`config.mk`:
```
export PLATFORM = sky130hd
export DESIGN_NAME = rs_dispatch_route_flat
export DESIGN_NICKNAME = d
export VERILOG_FILES = /design/src/hdl/rs_pkg.sv /design/src/hdl/rs_bank_if.sv /design/src/hdl/rs_priority_pick.sv /design/src/hdl/rs_dispatch_route.sv /design/src/flat_wrapper.sv
export VERILOG_INCLUDE_DIRS = /design/src /design/src/hdl
export SDC_FILE = /design/constraint.sdc
export NUM_CORES = 2
export LEC_CHECK = 0
export BUFFER_PORTS_ARGS = -buffer_cell sky130_fd_sc_hd__buf_2
export CELL_PAD_IN_SITES_DETAIL_PLACEMENT = 0
export CELL_PAD_IN_SITES_GLOBAL_PLACEMENT = 2
export CORE_AREA = 2 2 647 649
export DETAILED_ROUTE_END_ITERATION = 8
export DIE_AREA = 0 0 649 651
export MAX_ROUTING_LAYER = met4
export PLACE_DENSITY = 0.38
export SYNTH_ARGS = -nofsm -noshare
export SYNTH_HDL_FRONTEND = slang
export SYNTH_SLANG_ARGS = --single-unit
```
`constraint.sdc`:
```
create_clock -name vclk -period 46.1
set_input_delay 9.22 -clock vclk [all_inputs]
set_output_delay 9.22 -clock vclk [all_outputs]
set_load 0.005 [all_outputs]
```
`src/hdl/rs_settings.svh`:
```
// reservation station sizing
`ifndef RS_SETTINGS_SVH
`define RS_SETTINGS_SVH

// entries held in the station
`define RS_DEPTH 16

// dispatch, issue and cdb ways
`define RS_WAYS 3

// operand width, value or tag
`define RS_XLEN 32

// physical registers, gives a 6 bit tag
`define RS_PRF 64

// reorder buffer entries, gives a 4 bit index
`define RS_ROB 16

`endif

```
`src/hdl/rs_pkg.sv`:
```
// reservation station types
`include "rs_settings.svh"

package rs_pkg;

    typedef logic [$clog2(`RS_PRF)-1:0] prf_tag_t;
    typedef logic [$clog2(`RS_ROB)-1:0] rob_idx_t;

    // value when ready, tag in the low bits when not
    typedef logic [`RS_XLEN-1:0] operand_t;

    // operation class, replaces separate mem read/write flags
    typedef enum logic [1:0] {
        op_alu,
        op_load,
        op_store
    } rs_op_e;

    // one instruction as it sits in an entry
    typedef struct packed {
        operand_t opa;
        operand_t opb;
        logic     opa_ready;
        logic     opb_ready;
        prf_tag_t dest;
        rob_idx_t rob;
        rs_op_e   op;
    } rs_slot_t;

    // capture cdb data for any waiting operand whose tag is broadcast
    function automatic rs_slot_t slot_wakeup(
        input rs_slot_t                   slot,
        input logic [`RS_WAYS-1:0]        cdb_valid,
        input prf_tag_t [`RS_WAYS-1:0]    cdb_tag,
        input operand_t [`RS_WAYS-1:0]    cdb_data
    );
        rs_slot_t woken;
        woken = slot;
        for (int j = 0; j < `RS_WAYS; j++) begin
            if (!slot.opa_ready && cdb_valid[j] &&
                cdb_tag[j] == slot.opa[$bits(prf_tag_t)-1:0]) begin
                woken.opa       = cdb_data[j];
                woken.opa_ready = 1'b1;
            end
            if (!slot.opb_ready && cdb_valid[j] &&
                cdb_tag[j] == slot.opb[$bits(prf_tag_t)-1:0]) begin
                woken.opb       = cdb_data[j];
                woken.opb_ready = 1'b1;
            end
        end
        return woken;
    endfunction

endpackage

```
`src/hdl/rs_bank_if.sv`:
```
// entry bank interface
`timescale 1ns/1ps
`include "rs_settings.svh"

interface rs_bank_if
    import rs_pkg::*;
();

    // one load strobe and slot per entry, from dispatch
    logic [`RS_DEPTH-1:0]     alloc;
    rs_slot_t [`RS_DEPTH-1:0] alloc_slot;

    // entries leaving on an issue transfer
    logic [`RS_DEPTH-1:0]     grant;

    // entry state back out of the store
    logic [`RS_DEPTH-1:0]     free;
    // occupied with both operands present
    logic [`RS_DEPTH-1:0]     ready;
    rs_slot_t [`RS_DEPTH-1:0] held;

    modport store (
        input  alloc,
        input  alloc_slot,
        input  grant,
        output free,
        output ready,
        output held
    );

    modport dispatch (
        output alloc,
        output alloc_slot,
        input  free
    );

    modport issue (
        output grant,
        input  ready,
        input  held
    );

endinterface

```
`src/hdl/rs_priority_pick.sv`:
```
// lowest index multi pick
`timescale 1ns/1ps
`include "rs_settings.svh"

module rs_priority_pick #(
    parameter int entries = `RS_DEPTH,
    parameter int picks   = `RS_WAYS
) (
    input  logic [entries-1:0]             request,
    // upper bound on picks this cycle
    input  logic [$clog2(picks+1)-1:0]     count,
    // one-hot entry vector per pick slot, zero when unused
    output logic [picks-1:0][entries-1:0]  pick,
    output logic [$clog2(picks+1)-1:0]     picked
);

    localparam int cnt_w = $clog2(picks + 1);

    // walk from entry 0, first requests win
    always_comb begin
        pick   = '0;
        picked = '0;
        for (int i = 0; i < entries; i++) begin
            // picked stays below count, so below picks
            if (request[i] && picked < count) begin
                pick[picked][i] = 1'b1;
                picked          = picked + cnt_w'(1);
            end
        end
    end

endmodule

```
`src/hdl/rs_dispatch_route.sv`:
```
// dispatch handshake and allocation
`timescale 1ns/1ps
`include "rs_settings.svh"

module rs_dispatch_route
    import rs_pkg::*;
(
    input  logic [`RS_WAYS-1:0]         dispatch_valid,
    input  operand_t [`RS_WAYS-1:0]     dispatch_opa,
    input  operand_t [`RS_WAYS-1:0]     dispatch_opb,
    input  logic [`RS_WAYS-1:0]         dispatch_opa_ready,
    input  logic [`RS_WAYS-1:0]         dispatch_opb_ready,
    input  prf_tag_t [`RS_WAYS-1:0]     dispatch_dest,
    input  rob_idx_t [`RS_WAYS-1:0]     dispatch_rob,
    input  rs_op_e [`RS_WAYS-1:0]       dispatch_op,

    input  logic [`RS_WAYS-1:0]         cdb_valid,
    input  prf_tag_t [`RS_WAYS-1:0]     cdb_tag,
    input  operand_t [`RS_WAYS-1:0]     cdb_data,

    output logic                        dispatch_ready,
    output logic [$clog2(`RS_DEPTH):0]  free_count,

    rs_bank_if.dispatch                 bank
);

    localparam int way_cw = $clog2(`RS_WAYS + 1);
    localparam int cnt_w  = $clog2(`RS_DEPTH) + 1;

    rs_slot_t [`RS_WAYS-1:0]            raw_slot;
    // after same cycle cdb bypass
    rs_slot_t [`RS_WAYS-1:0]            in_slot;
    // valid ways squeezed toward way 0
    rs_slot_t [`RS_WAYS-1:0]            packed_slot;
    logic [way_cw-1:0]                  valid_count;
    logic [way_cw-1:0]                  alloc_count;
    logic [`RS_WAYS-1:0][`RS_DEPTH-1:0] pick;
    logic                               transfer;

    // population count of free flags, no lag
    always_comb begin
        free_count = '0;
        for (int e = 0; e < `RS_DEPTH; e++) begin
            free_count = free_count + cnt_w'(bank.free[e]);
        end
    end

    // all or nothing, so room for a full group is needed
    assign dispatch_ready = free_count >= cnt_w'(`RS_WAYS);
    assign transfer       = dispatch_ready && |dispatch_valid;

    // build slots and catch tags broadcast this cycle
    always_comb begin
        for (int w = 0; w < `RS_WAYS; w++) begin
            raw_slot[w].opa       = dispatch_opa[w];
            raw_slot[w].opb       = dispatch_opb[w];
            raw_slot[w].opa_ready = dispatch_opa_ready[w];
            raw_slot[w].opb_ready = dispatch_opb_ready[w];
            raw_slot[w].dest      = dispatch_dest[w];
            raw_slot[w].rob       = dispatch_rob[w];
            raw_slot[w].op        = dispatch_op[w];
            in_slot[w] = slot_wakeup(raw_slot[w], cdb_valid, cdb_tag, cdb_data);
        end
    end

    // invalid ways drop out, order kept
    always_comb begin
        valid_count = '0;
        packed_slot = '0;
        for (int w = 0; w < `RS_WAYS; w++) begin
            if (dispatch_valid[w]) begin
                packed_slot[valid_count] = in_slot[w];
                valid_count              = valid_count + way_cw'(1);
            end
        end
    end

    assign alloc_count = transfer ? valid_count : '0;

    // kth valid way lands on kth lowest free entry
    rs_priority_pick #(
        .entries (`RS_DEPTH),
        .picks   (`RS_WAYS)
    ) i_free_pick (
        .request (bank.free),
        .count   (alloc_count),
        .pick    (pick),
        .picked  ()
    );

    always_comb begin
        bank.alloc      = '0;
        bank.alloc_slot = '0;
        for (int k = 0; k < `RS_WAYS; k++) begin
            for (int e = 0; e < `RS_DEPTH; e++) begin
                if (pick[k][e]) begin
                    bank.alloc[e]      = 1'b1;
                    bank.alloc_slot[e] = packed_slot[k];
                end
            end
        end
    end

endmodule

```
`src/flat_wrapper.sv`:
```
// flat-port wrapper written by rule: the top's interface ports become plain ports
module rs_dispatch_route_flat import rs_pkg::*;
  (dispatch_valid, dispatch_opa, dispatch_opb, dispatch_opa_ready, dispatch_opb_ready, dispatch_dest, dispatch_rob, dispatch_op, cdb_valid, cdb_tag, cdb_data, dispatch_ready, free_count, bank_alloc, bank_alloc_slot, bank_free);
  rs_bank_if bank_i ();
  input  logic [`RS_WAYS-1:0] dispatch_valid;
  input  operand_t [`RS_WAYS-1:0] dispatch_opa;
  input  operand_t [`RS_WAYS-1:0] dispatch_opb;
  input  logic [`RS_WAYS-1:0] dispatch_opa_ready;
  input  logic [`RS_WAYS-1:0] dispatch_opb_ready;
  input  prf_tag_t [`RS_WAYS-1:0] dispatch_dest;
  input  rob_idx_t [`RS_WAYS-1:0] dispatch_rob;
  input  rs_op_e [`RS_WAYS-1:0] dispatch_op;
  input  logic [`RS_WAYS-1:0] cdb_valid;
  input  prf_tag_t [`RS_WAYS-1:0] cdb_tag;
  input  operand_t [`RS_WAYS-1:0] cdb_data;
  output logic dispatch_ready;
  output logic [$clog2(`RS_DEPTH):0] free_count;
  output wire logic [$bits(bank_i.alloc)-1:0] bank_alloc;
  output wire logic [$bits(bank_i.alloc_slot)-1:0] bank_alloc_slot;
  input wire logic [$bits(bank_i.free)-1:0] bank_free;
  assign bank_alloc = bank_i.alloc;
  assign bank_alloc_slot = bank_i.alloc_slot;
  assign bank_i.free = bank_free;
  rs_dispatch_route u_core (.dispatch_valid(dispatch_valid), .dispatch_opa(dispatch_opa), .dispatch_opb(dispatch_opb), .dispatch_opa_ready(dispatch_opa_ready), .dispatch_opb_ready(dispatch_opb_ready), .dispatch_dest(dispatch_dest), .dispatch_rob(dispatch_rob), .dispatch_op(dispatch_op), .cdb_valid(cdb_valid), .cdb_tag(cdb_tag), .cdb_data(cdb_data), .dispatch_ready(dispatch_ready), .free_count(free_count), .bank(bank_i));
endmodule
```
==> flow_summary.yaml <==
sta:
  maxSlewViolCount: 0
  grt_setup_unrepaired: "false"
  setup_viol: 0
  max_freq_ghz: 0.0226
  setup_tns_ns: 0
  period_needed_ns: 44.28
  hold_violations: 0
  tightest_slew_ns: 1.43
  hold_ws_ns: 18.87
  slew-limit-headroom_pct: 4.46
  setup_ws_ns: 1.82
  finalCritPeriodShare_pct: 96.1
floorplan:
  rows: 237
  dieArea_um2: 422000
  ios: 1640
  initial_core_util_pct: 8.03
  die_w_um: 649
  die_h_um: 651
  core_um2: 415000
synthesis:
  ys_seq_area_share_pct: 0
  synth_nets: 6635
  synthesis.instances: 6192
  yosys_warnings: 0
  syn-cell-area_um2: 33300
  ys_types: 74
  syn_area_per_cell_um2: 5.38
cells_and_area:
  utilization_pct: 11.7
  nFlopsAndLatches: 0
  nets: 7669
  fillers: 49400
  multi_input_area_um2: 30300
  register_area_um2: 0
  areaGrowthSynthToFinish_pct: 45.4
  drive_gt1_share_pct: 29.9
  n_clock_buffer: 0
route:
  num_vias: 60200
  drc: 0
  drtIter0Drc: 7197
  wire_per_inst_um: 40.9
  top_layer: "met4"
  ant_nets: 0
  drt_wl_total_um: 525000
  via_per_inst: 4.69
  dr.pass1.iters: 7
  wl_met3_um: 36100
  wl_met2_um: 252000
  wl_met1_um: 214000
placed_design:
  hpwlAfterDp_um: 406000
  dp_slack_ns: 1.31
  gp_congestion: 0.922
  port_buffers: 1640
hold_path:
  hold_path_depth: 4
  holdPathEnd: "bank_alloc[0]"
  hp-class: "in -> out"
  worstHoldStart: "bank_free[0]"
global_routing:
  grt_pass1_vias: 55900
  grt_max_degree: 85
  antenna_found_initial: 195
  grt_pass1_wl_um: 655000
  grt_remaining_overflow: 0
  grt_usage_pct: 24.1
run_status:
  outcome: "complete, no violations"
critical_path:
  critPathMaxStageDelay_ns: 0.72
  endpoint_kind: "output port"
  path_class: "in -> out"
  critical_path.slowest_cell: "inv_1"
  crit_required_ns: 36.88
  crit_top_cell: "ha_1"
  cp_data_arrival_time_ns: 35.06
  critical_path.max_fanout: 36
  crit_path_start_kind: "primary input"
flow_run:
  maxCapViolCount: 0
clocking:
  post_cts_buffers: 0
==> logic make-up (layout without fill, tap and decap cells) <==
| logic type | count (synthesis) | in the layout | share of synthesized area (%) |
|---|---|---|---|
| AO/OA/AOI/OAI | 2992 | 2992 | 54.3 |
| XOR/XNOR | 114 | 114 | 3.02 |
| adder cells (fa/ha/maj) | 74 | 74 | 2.99 |
| buffers and inverters | 1042 | 2072 | 11.8 |
| multiplexers | 214 | 214 | 6.47 |
| other | 0 | 106 | 0 |
| AND/OR/NAND/NOR | 1756 | 1758 | 21.4 |
==> cell usage in the layout, fill, tap and decap left out, drive strengths merged, types with 6 or more instances in the layout <==
master / netlist / layout
buf: 148 / 1948
o22ai: 1235 / 1235
nand2: 912 / 912
o21ai: 862 / 862
nor2: 635 / 635
a21oi: 389 / 389
mux2i: 202 / 202
a211oi: 196 / 196
inv: 124 / 124
diode: 0 / 106
a22oi: 104 / 104
a21o: 84 / 84
nand2b: 79 / 79
o22a: 64 / 64
ha: 63 / 63
xnor2: 58 / 58
xor2: 56 / 56
nand3: 25 / 25
nor3: 23 / 23
nand3b: 20 / 20
nor3b: 16 / 16
nand4: 15 / 15
mux2: 12 / 12
a22o: 12 / 12
fa: 10 / 10
o31a: 9 / 9
nor4: 7 / 7
and2: 7 / 7
or2: 6 / 6
==> through the flow <==
step                      area [um^2]  std cells
final                           48500      12800
after global routing            48400      12800
after CTS                       48200      12700
after detailed placement        48200      12700
after global placement          48200      12700
after floorplan                 33300       6192
==> how the worst max path moves through the flow <==
stage                            end  depth (start not counted)  slack, ns         start
5_1_grt        bank_alloc_slot[1206]                         88       0.23  bank_free[0]
3_3_place_gp   bank_alloc_slot[1206]                         89       1.43  bank_free[0]
2_1_floorplan  bank_alloc_slot[1227]                         97       6.93  bank_free[0]
6_report       bank_alloc_slot[1206]                         88       1.82  bank_free[0]
3_5_place_dp   bank_alloc_slot[1206]                         89       1.31  bank_free[0]
4_1_cts        bank_alloc_slot[1206]                         89       1.25  bank_free[0]
==> synth_stat cells, types with 12 or more instances <==
cell	count	area [um^2]
nand4_1	15	93.8
nor2_1	634	2380
o22ai_1	1215	7600
xor2_1	56	490
mux2_2	12	135
nor3b_1	14	105
nor3_1	23	115
o21ai_1	68	340
o22ai_2	20	250
a211oi_1	194	1460
nand2_1	912	3420
o22a_1	64	561
a21o_1	84	631
buf_2	13	65.1
a22o_1	12	105
nand2b_1	79	494
a21oi_1	389	1950
ha_1	63	788
clkbuf_1	770	2890
a22oi_1	104	781
o21ai_0	794	3970
buf_1	132	495
nand3_1	25	125
nand3b_1	20	150
xnor2_1	57	499
inv_1	121	454
mux2i_1	202	2020
==> worst max-delay path: cells and delay by family <==
family                   cells  cell delay, ns
AO/OA/AOI/OAI               22            5.98
XOR/XNOR                     1            0.19
multiplexers                 8            3.42
adder cells (fa/ha/maj)     20            6.88
buffers and inverters       16            3.25
AND/OR/NAND/NOR             21            5.99
==> routing by layer <==
metal | track usage, % | vias to the layer above
met5 | - | -
met4 | 8.68 | 0
met3 | 4.37 | 737
met2 | 40.3 | 3602
met1 | 28.7 | 30900
li1 | - | 25000
==> timing repair <==
action                                  in CTS  in global routing
endpoints found under the setup margin       0                 31
hold buffers                                 0                  0
gates resized for setup                      0                  1
==> cell type report <==
cell class	instances	area share (%)
Multi-Input combinational cell	5152	62.5
Timing Repair Buffer	1948	21.8
Antenna cell	106	0.547
Inverter	124	0.976
Tap cell	5497	14.2
